--- src/hdl/score_board_macros.svh ---
`ifndef SCORE_BOARD_MACROS_SVH
`define SCORE_BOARD_MACROS_SVH

`define SB_VALUE_W      12
`define SB_X_W          9
`define SB_Y_W          8
`define SB_COLOR_W      12

`define SB_GLYPH_COLS   4
`define SB_GLYPH_ROWS   8
`define SB_GLYPH_PIXELS 32
`define SB_DIGIT_PITCH  5

// ones digit column, then one row per field
`define SB_FIELD_X      9'd80
`define SB_SCORE_Y      8'd10
`define SB_GOAL_Y       8'd17
`define SB_TIME_Y       8'd33

`define SB_SCORE_INK    12'hfc3 // highlight
`define SB_GOAL_INK     12'hfff
`define SB_TIME_INK     12'hfff
`define SB_BACKGROUND   12'h000

`endif
--- src/hdl/score_board_pkg.sv ---
`include "score_board_macros.svh"

package score_board_pkg;

    typedef logic [`SB_VALUE_W-1:0] value_t;
    typedef logic [3:0]             bcd_t;
    typedef logic [`SB_X_W-1:0]     pix_x_t;
    typedef logic [`SB_Y_W-1:0]     pix_y_t;
    typedef logic [`SB_COLOR_W-1:0] color_t;
    typedef logic [4:0]             pixel_idx_t;
    typedef logic [1:0]             digit_idx_t; // 0 is the ones digit

    typedef enum logic [1:0] {
        FIELD_SCORE,
        FIELD_GOAL,
        FIELD_TIME
    } field_t;

    typedef enum logic [2:0] {
        ST_IDLE,
        ST_CONVERT,
        ST_FIELD_SETUP,
        ST_PAINT,
        ST_DIGIT_NEXT,
        ST_FIELD_NEXT,
        ST_DONE
    } draw_state_t;

endpackage

--- src/hdl/score_board_display.sv ---
`timescale 1ns/10ps

module score_board_display (
    input  logic                    clk,
    input  logic                    resetn,
    input  logic                    start,
    input  score_board_pkg::value_t score,
    input  score_board_pkg::value_t goal,
    input  score_board_pkg::value_t time_left,
    output score_board_pkg::pix_x_t out_x,
    output score_board_pkg::pix_y_t out_y,
    output score_board_pkg::color_t color,
    output logic                    write_en,
    output logic                    done
);

    score_board_pkg::bcd_t       score_ones, score_tens, score_hundreds, score_thousands;
    score_board_pkg::bcd_t       goal_ones, goal_tens, goal_hundreds, goal_thousands;
    score_board_pkg::bcd_t       time_ones, time_tens, time_hundreds, time_thousands;
    score_board_pkg::bcd_t       glyph_digit;
    score_board_pkg::pixel_idx_t pixel_idx, glyph_pixel;
    score_board_pkg::digit_idx_t digit_idx;
    score_board_pkg::field_t     field;
    logic convert_start, score_done, goal_done, time_done;
    logic clear_pixels, count_pixels, clear_digit, step_digit;
    logic last_pixel, pixel_valid, ink;

    bin_to_bcd u_score_bcd (
        .clk(clk), .resetn(resetn), .convert_start(convert_start), .value(score),
        .ones(score_ones), .tens(score_tens), .hundreds(score_hundreds),
        .thousands(score_thousands), .conv_done(score_done)
    );

    bin_to_bcd u_goal_bcd (
        .clk(clk), .resetn(resetn), .convert_start(convert_start), .value(goal),
        .ones(goal_ones), .tens(goal_tens), .hundreds(goal_hundreds),
        .thousands(goal_thousands), .conv_done(goal_done)
    );

    bin_to_bcd u_time_bcd (
        .clk(clk), .resetn(resetn), .convert_start(convert_start), .value(time_left),
        .ones(time_ones), .tens(time_tens), .hundreds(time_hundreds),
        .thousands(time_thousands), .conv_done(time_done)
    );

    pixel_counter u_pixel_counter (
        .clk(clk), .resetn(resetn), .clear_pixels(clear_pixels),
        .count_pixels(count_pixels), .clear_digit(clear_digit), .step_digit(step_digit),
        .pixel_idx(pixel_idx), .digit_idx(digit_idx), .last_pixel(last_pixel)
    );

    draw_fsm u_draw_fsm (
        .clk(clk), .resetn(resetn), .start(start),
        .score_thousands(score_thousands), .score_hundreds(score_hundreds),
        .score_tens(score_tens), .goal_thousands(goal_thousands),
        .goal_hundreds(goal_hundreds), .goal_tens(goal_tens), .time_tens(time_tens),
        .score_done(score_done), .goal_done(goal_done), .time_done(time_done),
        .digit_idx(digit_idx), .last_pixel(last_pixel), .convert_start(convert_start),
        .clear_pixels(clear_pixels), .count_pixels(count_pixels),
        .clear_digit(clear_digit), .step_digit(step_digit),
        .pixel_valid(pixel_valid), .done(done), .field(field)
    );

    pixel_writer u_pixel_writer (
        .clk(clk), .resetn(resetn), .field(field), .digit_idx(digit_idx),
        .pixel_idx(pixel_idx), .pixel_valid(pixel_valid),
        .score_ones(score_ones), .score_tens(score_tens),
        .score_hundreds(score_hundreds), .score_thousands(score_thousands),
        .goal_ones(goal_ones), .goal_tens(goal_tens),
        .goal_hundreds(goal_hundreds), .goal_thousands(goal_thousands),
        .time_ones(time_ones), .time_tens(time_tens),
        .time_hundreds(time_hundreds), .time_thousands(time_thousands),
        .ink(ink), .glyph_digit(glyph_digit), .glyph_pixel(glyph_pixel),
        .out_x(out_x), .out_y(out_y), .color(color), .write_en(write_en)
    );

    digit_glyph_rom u_glyph_rom (
        .clk(clk), .glyph_digit(glyph_digit), .glyph_pixel(glyph_pixel), .ink(ink)
    );

endmodule

--- src/hdl/pixel_writer.sv ---
`timescale 1ns/10ps
`include "score_board_macros.svh"

module pixel_writer (
    input  logic                        clk,
    input  logic                        resetn,
    input  score_board_pkg::field_t     field,
    input  score_board_pkg::digit_idx_t digit_idx,
    input  score_board_pkg::pixel_idx_t pixel_idx,
    input  logic                        pixel_valid,
    input  score_board_pkg::bcd_t       score_ones,
    input  score_board_pkg::bcd_t       score_tens,
    input  score_board_pkg::bcd_t       score_hundreds,
    input  score_board_pkg::bcd_t       score_thousands,
    input  score_board_pkg::bcd_t       goal_ones,
    input  score_board_pkg::bcd_t       goal_tens,
    input  score_board_pkg::bcd_t       goal_hundreds,
    input  score_board_pkg::bcd_t       goal_thousands,
    input  score_board_pkg::bcd_t       time_ones,
    input  score_board_pkg::bcd_t       time_tens,
    input  score_board_pkg::bcd_t       time_hundreds,
    input  score_board_pkg::bcd_t       time_thousands,
    input  logic                        ink,
    output score_board_pkg::bcd_t       glyph_digit,
    output score_board_pkg::pixel_idx_t glyph_pixel,
    output score_board_pkg::pix_x_t     out_x,
    output score_board_pkg::pix_y_t     out_y,
    output score_board_pkg::color_t     color,
    output logic                        write_en
);

    logic [15:0]             field_digits;
    score_board_pkg::pix_x_t s1_x;
    score_board_pkg::pix_y_t s1_y;
    score_board_pkg::color_t s1_ink;
    score_board_pkg::field_t s1_field;
    score_board_pkg::field_t out_field;
    logic                    s1_valid;

    function automatic score_board_pkg::pix_y_t field_row(score_board_pkg::field_t f);
        case (f)
            score_board_pkg::FIELD_SCORE: return `SB_SCORE_Y;
            score_board_pkg::FIELD_GOAL:  return `SB_GOAL_Y;
            default:                      return `SB_TIME_Y;
        endcase
    endfunction

    function automatic score_board_pkg::color_t field_ink(score_board_pkg::field_t f);
        case (f)
            score_board_pkg::FIELD_SCORE: return `SB_SCORE_INK;
            score_board_pkg::FIELD_GOAL:  return `SB_GOAL_INK;
            default:                      return `SB_TIME_INK;
        endcase
    endfunction

    always_comb begin
        case (field)
            score_board_pkg::FIELD_SCORE:
                field_digits = {score_thousands, score_hundreds, score_tens, score_ones};
            score_board_pkg::FIELD_GOAL:
                field_digits = {goal_thousands, goal_hundreds, goal_tens, goal_ones};
            default:
                field_digits = {time_thousands, time_hundreds, time_tens, time_ones};
        endcase
    end

    assign glyph_digit = field_digits[4*digit_idx +: 4];
    assign glyph_pixel = pixel_idx;

    // stage 1, in step with the glyph rom read
    always_ff @(posedge clk) begin
        s1_x     <= `SB_FIELD_X - 9'(`SB_DIGIT_PITCH * digit_idx)
                    + 9'(pixel_idx % `SB_GLYPH_COLS);
        s1_y     <= field_row(field) + 8'(pixel_idx / `SB_GLYPH_COLS);
        s1_ink   <= field_ink(field);
        s1_field <= field;
    end

    // stage 2
    always_ff @(posedge clk) begin
        out_x     <= s1_x;
        out_y     <= s1_y;
        color     <= ink ? s1_ink : `SB_BACKGROUND;
        out_field <= s1_field;
    end

    always_ff @(posedge clk) begin
        if (!resetn) begin
            s1_valid <= 1'b0;
            write_en <= 1'b0;
        end else begin
            s1_valid <= pixel_valid;
            write_en <= s1_valid;
        end
    end

    a_row_in_field: assert property (@(posedge clk) disable iff (!resetn)
        write_en |-> (out_y >= field_row(out_field))
                     && (out_y < field_row(out_field) + `SB_GLYPH_ROWS));

endmodule

--- src/hdl/draw_fsm.sv ---
`timescale 1ns/10ps

module draw_fsm (
    input  logic                        clk,
    input  logic                        resetn,
    input  logic                        start,
    input  score_board_pkg::bcd_t       score_thousands,
    input  score_board_pkg::bcd_t       score_hundreds,
    input  score_board_pkg::bcd_t       score_tens,
    input  score_board_pkg::bcd_t       goal_thousands,
    input  score_board_pkg::bcd_t       goal_hundreds,
    input  score_board_pkg::bcd_t       goal_tens,
    input  score_board_pkg::bcd_t       time_tens,
    input  logic                        score_done,
    input  logic                        goal_done,
    input  logic                        time_done,
    input  score_board_pkg::digit_idx_t digit_idx,
    input  logic                        last_pixel,
    output logic                        convert_start,
    output logic                        clear_pixels,
    output logic                        count_pixels,
    output logic                        clear_digit,
    output logic                        step_digit,
    output logic                        pixel_valid,
    output logic                        done,
    output score_board_pkg::field_t     field
);

    score_board_pkg::draw_state_t state;
    score_board_pkg::digit_idx_t  last_digit;

    // highest significant digit position, leading zeros suppressed
    function automatic score_board_pkg::digit_idx_t top_digit(score_board_pkg::bcd_t th,
                                                              score_board_pkg::bcd_t hu,
                                                              score_board_pkg::bcd_t te);
        if (th != 4'd0)
            return 2'd3;
        else if (hu != 4'd0)
            return 2'd2;
        else if (te != 4'd0)
            return 2'd1;
        return 2'd0;
    endfunction

    always_comb begin
        case (field)
            score_board_pkg::FIELD_SCORE:
                last_digit = top_digit(score_thousands, score_hundreds, score_tens);
            score_board_pkg::FIELD_GOAL:
                last_digit = top_digit(goal_thousands, goal_hundreds, goal_tens);
            default:
                last_digit = (time_tens != 4'd0) ? 2'd1 : 2'd0; // time is one or two digits
        endcase
    end

    always_ff @(posedge clk) begin
        if (!resetn) begin
            state <= score_board_pkg::ST_IDLE;
            field <= score_board_pkg::FIELD_SCORE;
        end else begin
            case (state)
                score_board_pkg::ST_IDLE: begin
                    field <= score_board_pkg::FIELD_SCORE;
                    if (start)
                        state <= score_board_pkg::ST_CONVERT;
                end
                score_board_pkg::ST_CONVERT:
                    if (score_done && goal_done && time_done)
                        state <= score_board_pkg::ST_FIELD_SETUP;
                score_board_pkg::ST_FIELD_SETUP:
                    state <= score_board_pkg::ST_PAINT;
                score_board_pkg::ST_PAINT:
                    if (last_pixel)
                        state <= score_board_pkg::ST_DIGIT_NEXT;
                score_board_pkg::ST_DIGIT_NEXT:
                    if (digit_idx == last_digit)
                        state <= score_board_pkg::ST_FIELD_NEXT;
                    else
                        state <= score_board_pkg::ST_PAINT;
                score_board_pkg::ST_FIELD_NEXT: begin
                    case (field)
                        score_board_pkg::FIELD_SCORE: field <= score_board_pkg::FIELD_GOAL;
                        default:                      field <= score_board_pkg::FIELD_TIME;
                    endcase
                    if (field == score_board_pkg::FIELD_TIME)
                        state <= score_board_pkg::ST_DONE;
                    else
                        state <= score_board_pkg::ST_FIELD_SETUP;
                end
                default:
                    state <= score_board_pkg::ST_IDLE;
            endcase
        end
    end

    assign convert_start = (state == score_board_pkg::ST_IDLE) && start; // busy starts dropped
    assign clear_pixels  = (state == score_board_pkg::ST_FIELD_SETUP);
    assign clear_digit   = (state == score_board_pkg::ST_FIELD_SETUP);
    assign count_pixels  = (state == score_board_pkg::ST_PAINT);
    assign pixel_valid   = (state == score_board_pkg::ST_PAINT);
    assign step_digit    = (state == score_board_pkg::ST_DIGIT_NEXT) && (digit_idx != last_digit);
    assign done          = (state == score_board_pkg::ST_DONE);

    // counter's end-of-glyph strobe only while painting
    a_count_in_paint: assert property (@(posedge clk) disable iff (!resetn)
        last_pixel |-> state == score_board_pkg::ST_PAINT);

    a_done_pulse: assert property (@(posedge clk) disable iff (!resetn)
        done |=> !done);

endmodule

--- src/hdl/pixel_counter.sv ---
`timescale 1ns/10ps
`include "score_board_macros.svh"

module pixel_counter (
    input  logic                        clk,
    input  logic                        resetn,
    input  logic                        clear_pixels,
    input  logic                        count_pixels,
    input  logic                        clear_digit,
    input  logic                        step_digit,
    output score_board_pkg::pixel_idx_t pixel_idx,
    output score_board_pkg::digit_idx_t digit_idx,
    output logic                        last_pixel
);

    // wraps to zero after the last pixel of a glyph
    always_ff @(posedge clk) begin
        if (!resetn || clear_pixels)
            pixel_idx <= '0;
        else if (count_pixels)
            pixel_idx <= pixel_idx + 1'b1;
    end

    always_ff @(posedge clk) begin
        if (!resetn || clear_digit)
            digit_idx <= '0;
        else if (step_digit)
            digit_idx <= digit_idx + 1'b1;
    end

    assign last_pixel = count_pixels && (pixel_idx == 5'(`SB_GLYPH_PIXELS - 1));

endmodule

--- src/hdl/digit_glyph_rom.sv ---
`timescale 1ns/10ps
`include "score_board_macros.svh"

module digit_glyph_rom (
    input  logic                        clk,
    input  score_board_pkg::bcd_t       glyph_digit,
    input  score_board_pkg::pixel_idx_t glyph_pixel,
    output logic                        ink
);

    logic [`SB_GLYPH_PIXELS-1:0] pattern;

    // one nibble per row, top row in the low nibble, bit 0 is the left column
    always_comb begin
        case (glyph_digit)
            4'd0:    pattern = 32'hF999999F;
            4'd1:    pattern = 32'hE4444446;
            4'd2:    pattern = 32'hF111F88F;
            4'd3:    pattern = 32'hF888F88F;
            4'd4:    pattern = 32'h8888F999;
            4'd5:    pattern = 32'hF888F11F;
            4'd6:    pattern = 32'hF999F11F;
            4'd7:    pattern = 32'h8888888F;
            4'd8:    pattern = 32'hF999F99F;
            4'd9:    pattern = 32'hF888F99F;
            default: pattern = '0; // not a decimal digit
        endcase
    end

    always_ff @(posedge clk) begin
        ink <= pattern[glyph_pixel];
    end

endmodule

--- src/hdl/bin_to_bcd.sv ---
`timescale 1ns/10ps
`include "score_board_macros.svh"

module bin_to_bcd (
    input  logic                    clk,
    input  logic                    resetn,
    input  logic                    convert_start,
    input  score_board_pkg::value_t value,
    output score_board_pkg::bcd_t   ones,
    output score_board_pkg::bcd_t   tens,
    output score_board_pkg::bcd_t   hundreds,
    output score_board_pkg::bcd_t   thousands,
    output logic                    conv_done
);

    score_board_pkg::value_t bin_sr;
    logic [15:0]             bcd_sr;
    logic [15:0]             bcd_adj;
    logic [3:0]              step;
    logic                    busy;

    // add three to every digit above four before the shift
    always_comb begin
        bcd_adj = bcd_sr;
        for (int i = 0; i < 4; i++) begin
            if (bcd_sr[4*i +: 4] > 4'd4)
                bcd_adj[4*i +: 4] = bcd_sr[4*i +: 4] + 4'd3;
        end
    end

    always_ff @(posedge clk) begin
        if (!resetn) begin
            busy      <= 1'b0;
            step      <= '0;
            conv_done <= 1'b0;
        end else if (convert_start) begin
            busy      <= 1'b1;
            step      <= '0;
            conv_done <= 1'b0;
        end else if (busy) begin
            step <= step + 1'b1;
            if (step == 4'(`SB_VALUE_W - 1)) begin // last of twelve steps
                busy      <= 1'b0;
                conv_done <= 1'b1;
            end
        end
    end

    always_ff @(posedge clk) begin
        if (convert_start) begin
            bin_sr <= value;
            bcd_sr <= '0;
        end else if (busy) begin
            {bcd_sr, bin_sr} <= {bcd_adj[14:0], bin_sr, 1'b0};
        end
    end

    assign ones      = bcd_sr[3:0];
    assign tens      = bcd_sr[7:4];
    assign hundreds  = bcd_sr[11:8];
    assign thousands = bcd_sr[15:12];

    a_digits_decimal: assert property (@(posedge clk) disable iff (!resetn)
        conv_done |-> (ones <= 4'd9 && tens <= 4'd9 && hundreds <= 4'd9 && thousands <= 4'd9));

endmodule

--- config.mk ---
export PLATFORM = sky130hd
export DESIGN_NAME = score_board_display
export DESIGN_NICKNAME = d
export VERILOG_FILES = /design/src/hdl/score_board_pkg.sv /design/src/hdl/score_board_display.sv /design/src/hdl/pixel_writer.sv /design/src/hdl/draw_fsm.sv /design/src/hdl/pixel_counter.sv /design/src/hdl/digit_glyph_rom.sv /design/src/hdl/bin_to_bcd.sv
export VERILOG_INCLUDE_DIRS = /design/src /design/src/hdl
export SDC_FILE = /design/constraint.sdc
export NUM_CORES = 1
export LEC_CHECK = 0
export CORE_MARGIN = 2
export CORE_UTILIZATION = 55
export DETAILED_ROUTE_END_ITERATION = 10
export DONT_BUFFER_PORTS = 1
export GPL_ROUTABILITY_DRIVEN = 0
export GPL_TIMING_DRIVEN = 0
export PLACE_DENSITY = 0.7
export SYNTH_ARGS = -nofsm -noshare
export SYNTH_HDL_FRONTEND = slang
export SYNTH_SLANG_ARGS = --single-unit
--- constraint.sdc ---
create_clock -name clk -period 3.5 [get_ports clk]
set_input_delay 0 -clock clk [delete_from_list [all_inputs] [get_ports clk]]
set_output_delay 0 -clock clk [all_outputs]
set_load 0.05 [all_outputs]
## After elaboration in Yosys (flattened, before gate mapping)

Memories as Yosys holds them, arrays and structs flattened.
Cells that the tools add are included.

| word-level totals | value |
|---|---|
| memories kept | 1 |
| memory bits (read-only) | 432 |
| bits of input ports | 39 |
| output and inout port bits | 31 |
| register bits | 165 |
| word-level logic and storage cells | 165 |

| cells by class | value |
|---|---|
| eq/ne operators | 17 |
| shifts and indexed selects | 1 |
| reduce and logical (&&, ||, !) cells | 25 |
| add/subtract/negate cells | 20 |
| muxes and demuxes | 58 |
| bitwise logic cells | 1 |
| $mul | 1 |
| $lt $le $gt $ge | 13 |

Memories:

| memory | words | bits a word | rd ports | clocked after Yosys merged registers in | write ports | RTL line | RTL |
|---|---|---|---|---|---|---|---|
| (name not given) | 16 | 27 | 1 | 0 | 0 | digit_glyph_rom.sv:15 | `case (glyph_digit)` |

Operator list:

| kind | count |
|---|---|
| 2-to-1 mux 12 bit | 6 |
| > comparator 4 x 3 -> 1 bit (second input constant) | 12 |
| adder 4 x 2 -> 4 bit (second input constant) | 9 |
| 2-to-1 mux 4 bit | 9 |
| one-hot mux 16 bit (2 select lines) | 1 |
| nonzero test 4 bit | 7 |
| 2-to-1 mux 3 bit | 8 |
| 2-to-1 mux 1 bit | 19 |
| 2-to-1 mux 2 bit | 9 |
| one-hot mux 3 bit (6 select lines) | 1 |
| variable part select 16 x 5 -> 4 bit | 1 |
| adder 4 x 1 -> 4 bit (second input constant) | 3 |
| equality test 4 bit (second input constant) | 3 |
| one-hot mux 6 bit (2 select lines) | 1 |
| adder 3 x 2 -> 3 bit (second input constant) | 3 |
| adder 9 x 2 -> 9 bit | 1 |
| equality test 3 bit (second input constant) | 3 |
| one-hot mux 2 bit (2 select lines) | 2 |
| nonzero test 2 bit | 4 |
| subtractor 7 x 5 -> 8 bit (first input constant) | 1 |
| adder 6 x 3 -> 7 bit | 1 |
| equality test 3 x 2 -> 1 bit (second input constant) | 2 |
| less-than comparator 5 x 6 -> 1 bit (second input constant) | 1 |
| 2-to-1 mux 6 bit | 1 |
| other kinds (21) | 28 |

## Longest topological paths before layout

| logic depth | value |
|---|---|
| depth in word-level cells | 10 |
| gate-level depth with buffers | 13 |
| mapped depth without buffers | 11 |

## Hierarchy

From an unflattened synthesis, not the netlist that was laid out.

| second synthesis, totals | value |
|---|---|
| cells, all modules | 816 |
| area, all modules | 8056.5 um^2 |

Modules (own cells, without submodules):

| module | seq. area each (um^2) | instances | cells each | area each (um^2) |
|---|---|---|---|---|
| bin_to_bcd | 800.8 | 3 | 176 | 1745.4 |
| pixel_writer | 700.7 | 1 | 126 | 1574.0 |
| draw_fsm | 100.1 | 1 | 63 | 465.4 |
| digit_glyph_rom | 20.0 | 1 | 67 | 452.9 |
| pixel_counter | 140.1 | 1 | 32 | 327.8 |

## Worst setup path after synthesis

No wires, ideal clock.

| path | value |
|---|---|
| kind | reg-to-reg |
| start point | reg u_draw_fsm.field[0] |
| end point | reg u_glyph_rom.ink |
| data required time | 3.360 ns |
| setup time | 0.140 ns |
| cell stages (with the launch flop) | 13 |
| path buffers | 2 |
| slack | 0.553 ns |
| arrival | 2.807 ns |
| period minus slack after synthesis | 2.947 ns |
| cells stage by stage | dfxtp_1 -> buf_6 -> clkbuf_1 -> mux2_2 -> mux4_2 -> mux2i_1 -> inv_1 -> ha_1 -> inv_1 -> or2_2 -> o21a_1 -> o221ai_1 -> a32oi_1 |

| between the ends | value |
|---|---|
| longest elaborated chain between the ends | 6 |
| elaborated cells between the ends (all ways) | 7 |
| those cells by class | 1 x eq/ne; 1 x shift; 3 x mux; 1 x reduce/logical; 1 x memory |

Ends and longest elaborated chain:

| what | RTL line | RTL |
|---|---|---|
| from (decl) | draw_fsm.sv:26 | `output score_board_pkg::field_t field` |
| from (signal assigned) | draw_fsm.sv:59 | `field <= score_board_pkg::FIELD_SCORE;` |
| from (signal assigned) | draw_fsm.sv:63 | `field <= score_board_pkg::FIELD_SCORE;` |
| from (signal assigned) | draw_fsm.sv:82 | `score_board_pkg::FIELD_SCORE: field <= score_board_pkg::FIELD_GOAL;` |
| equality test 2 x 1 -> 1 bit / zero test 2 bit (equally long branches) | pixel_writer.sv:57 | `case (field)` |
| one-hot mux 16 bit (2 select lines) * | pixel_writer.sv:57 |  |
| variable part select 16 x 5 -> 4 bit * | pixel_writer.sv:67 | `assign glyph_digit = field_digits[4*digit_idx +: 4];` |
| memory (16 x 27 bit) * | - |  |
| binary-select mux 1 bit (select 5 bit) * | digit_glyph_rom.sv:31 | `ink <= pattern[glyph_pixel];` |
| 2-to-1 mux 1 bit (implied by the code) * | digit_glyph_rom.sv:31 |  |
| to (signal assigned) | digit_glyph_rom.sv:31 |  |
| to (decl) | digit_glyph_rom.sv:8 | `output logic ink` |

Every way passes the cells marked *; elsewhere a longest branch is shown, timed or not. The select of a mux whose other input is x is not followed.
A chain may end at the register's enable or synchronous reset.

## Worst setup path in the final report

| path | value |
|---|---|
| start point | reg u_pixel_counter.digit_idx[1] |
| end point | reg u_glyph_rom.ink |

| between the ends | value |
|---|---|
| longest elaborated chain between the ends | 4 |

Ends and longest elaborated chain:

| what | RTL line | RTL |
|---|---|---|
| from (decl) | pixel_counter.sv:12 | `output score_board_pkg::digit_idx_t digit_idx,` |
| from (signal assigned) | pixel_counter.sv:28 | `digit_idx <= digit_idx + 1'b1;` |
| variable part select 16 x 5 -> 4 bit | pixel_writer.sv:67 |  |
| memory (16 x 27 bit) | - |  |
| binary-select mux 1 bit (select 5 bit) | digit_glyph_rom.sv:31 |  |
| 2-to-1 mux 1 bit (implied by the code) | digit_glyph_rom.sv:31 |  |

No other way between the ends. The select of a mux whose other input is x is not followed.

==> summary.txt <==
PortBufs: 0
Via/cell ratio: 5.612
Placed Area: 0.007644 mm^2
Initial core utilization: 56.19%
Max IR drop VDD: 0.4389 mV
Tmin final: 3.215 ns
Multiplexer share of the synthesized area: 9.234%
Max frequency: 0.3111 GHz
Worst-Margin Slew: 0.9109 ns
Grt met1 use: 30.68%
WL/cell: 16.29 um
Largest net degree at the start of global routing: 19
Drc violations: 0
CP Launch Type: register
Initial antenna violation count: 0
Fin nets: 947
Final period util: 91.85%
CTS max path bufs: 2
Die footprint: 0.01442 mm^2
Post-synth EDFFs: 36
Seq/Total Area, Yosys: 45.37%
WP data required: 3.78 ns
Final Instance Area: 0.008678 mm^2
# IOs: 70
Clk Latency, worst-skew pair: 0.43 ns
Pins Over Slew Limit: 0
Crit. End Element: register
Final Hold Viols: 0
GR Util met2: 43.25%
PD cells: 618.7 mW/mm^2
Drt total wl: 17250 um
Hold WS: 0.02314 ns
Arr. time, crit path: 3.50 ns
Dominant synthesized flop cell: dfxtp_1
Classification of the worst setup path: reg2reg
Max_slew headroom: 39.05%
Largest family of logic cells by synthesized area: simple AND/OR/NAND/NOR gates
Worst-path clk slew: 0.06 ns
Vias in the first global route: 5903
Syn Std Cell Area: 0.007412 mm^2
DRT antenna net count: 0
Post-synthesis instance total: 811
H-tree levels: 4
Num rows: 42
Post CTS Setup Buffer Count: 0
Met3 Use GR: 6.036%
Total gr overflow: 0
Total of warnings raised by yosys: 0
Worst Hold Class: in2reg
XOR/XNOR share of the synthesized area: 3.663%
Compound-Gate Fraction of Synth Area: 11.21%
# Max-Cap Violations: 0
Ys async rst share: 0%
Synth Area in Simple Gates: 17.81%
Drt pass-1 iters: 5
Worst Skew: 0.006617 ns
Core area: 0.01319 mm^2
Post-synthesis sequential element count: 150
Adder-cell share of the synthesized area: 6.617%
Final setup TNS: 0 ns
GRT Total Usage: 25.27%
Library cells used by synthesis: 60
Setup Viol. Count Final: 0
DP Wirelength: 11780 um
Global-route wire length before repair: 28540 um
Most frequent cells in the layout: nand2_1, dfxtp_1, nor2_1, inv_1, o21ai_0
Commonest non-fill, non-tap cell in the layout: nand2_1
CTS tree: yes
Overall Power: 5.369 mW
RSZ-0062 raised after global routing: false
Ant diodes: 0
Root Driver: clkbuf_16
DR vias: 5943
DRT iter0 DRCs: 457
Busiest grt layer: met2
Die height: 120.1 um
# clock sinks: 150
Fraction of layout cells with a size suffix above 1: 8.267%
Synth Area per Inst: 9.139 um^2
Status: completed
Final Util: 65.79%
Die width: 120.1 um
LEAKAGE: 3.496 nW
Synthesis-to-finish area growth: 17.08%
CTS buffer count: 17
Critical path peak fanout: 10
-- layout make-up --
cell class              instances  area [um^2]
fillers                      1035         4512
flip-flops and latches        150         3363
multi-input cells             561         3623
well taps                     176        220.2
repair buffers                 38        380.4
clock inverters                14        193.9
clock buffers                  18        450.4
plain buffers                  50        251.5
inverters                      52        195.2
-- worst max-delay path, stage by stage, from the launching register on --
cell       delay [ns]
dfxtp_1          0.49
clkbuf_4         0.33
inv_1            0.21
mux4_2           0.49
mux2i_2          0.26
inv_1            0.14
ha_1             0.25
inv_1            0.12
nor3_1           0.06
o2111a_1         0.26
a2111oi_1        0.33
a32oi_1          0.12
-- cells in the mapped netlist, types with 2 or more instances --
library cell | n | area (um^2)
nand2b_1 | 4 | 25.02
o21ai_0 | 45 | 225.2
fa_1 | 2 | 40.04
nor2_1 | 74 | 277.8
nor2b_1 | 4 | 25.02
xor2_1 | 8 | 70.07
mux2_1 | 4 | 45.04
nor4bb_1 | 2 | 20.02
buf_2 | 4 | 20.02
or3_1 | 11 | 68.82
and3_1 | 7 | 43.79
nor3b_1 | 5 | 37.54
nand4_1 | 5 | 31.28
nor3_1 | 5 | 25.02
edfxtp_1 | 36 | 1081
o211ai_1 | 7 | 52.55
mux2i_1 | 38 | 380.4
a311oi_1 | 10 | 87.58
buf_4 | 13 | 97.59
mux4_2 | 8 | 180.2
nand3b_1 | 2 | 15.01
ha_1 | 36 | 450.4
clkbuf_1 | 32 | 120.1
a21oi_1 | 35 | 175.2
a41oi_1 | 4 | 35.03
a32oi_1 | 2 | 17.52
xnor2_1 | 23 | 201.4
inv_1 | 52 | 195.2
nand2_1 | 151 | 566.8
mux2_2 | 5 | 56.30
a21boi_0 | 7 | 52.55
o21a_1 | 2 | 15.01
and2_1 | 6 | 37.54
nand3_1 | 18 | 90.09
o32ai_1 | 2 | 17.52
dfxtp_1 | 114 | 2282
or3b_2 | 2 | 17.52
a211oi_1 | 3 | 22.52
or2_2 | 2 | 12.51
-- what timing repair did --
item / in CTS / in global routing
setup endpoints to repair: 1 / 1
hold buffers: 38 / 0
endpoints found under the hold margin: 46 / 0
gates resized for setup: 0 / 4
cloned: 0 / 0
-- report_power, final --
| group | leakage [nW] | total [mW] | internal [mW] | switching, mW |
|---|---|---|---|---|
| Sequential | 1.28 | 2.22 | 2.02 | 0.205 |
| Clock | 0.323 | 1.99 | 1.24 | 0.746 |
| Combinational | 1.89 | 1.16 | 0.446 | 0.709 |
-- sequential cells by signal (all words and copies together), names as in the netlist, 8 cells and up --
register              flops
u_pixel_writer.out_x      8
u_score_bcd.bin_sr       12
u_pixel_writer.s1_x       8
u_score_bcd.bcd_sr       16
u_time_bcd.bin_sr        12
u_goal_bcd.bcd_sr        16
u_time_bcd.bcd_sr        16
u_goal_bcd.bin_sr        12
-- per-layer routing --
layer  part of all wire (%)  up-vias
met2                     50      187
met5                      0        -
met3                    5.5       30
li1                       -     2890
met4                    2.3        0
met1                     43     2836
-- stage by stage --
step	worst slack, ns	cells
global placement	0.09293	990
detailed placement	0.05171	990
finish	0.2852	1059
CTS	0.03355	1059
global route	0.04305	1059
floorplan	0.5531	814
-- cell families after synthesis --
logic type | count (synthesis)
compound gates | 131
fa+ha+maj | 38
other cells | 1
mux | 56
xor+xnor | 31
buf+inv | 103
simple gates | 301
flops | 150
-- worst paths after layout --
check | startpoint | endpoint | slack (ns) | depth (start not counted)
setup / recovery | u_pixel_counter.digit_idx[1] | u_glyph_rom.ink | 0.29 | 11
hold reg to reg | u_pixel_writer.s1_x[0] | u_pixel_writer.out_x[0] | 0.32 | 0
setup reg to reg | u_pixel_counter.digit_idx[1] | u_glyph_rom.ink | 0.29 | 11
hold / removal | resetn | u_time_bcd.busy | 0.02 | 2
Power figures use the tool's default switching activity.
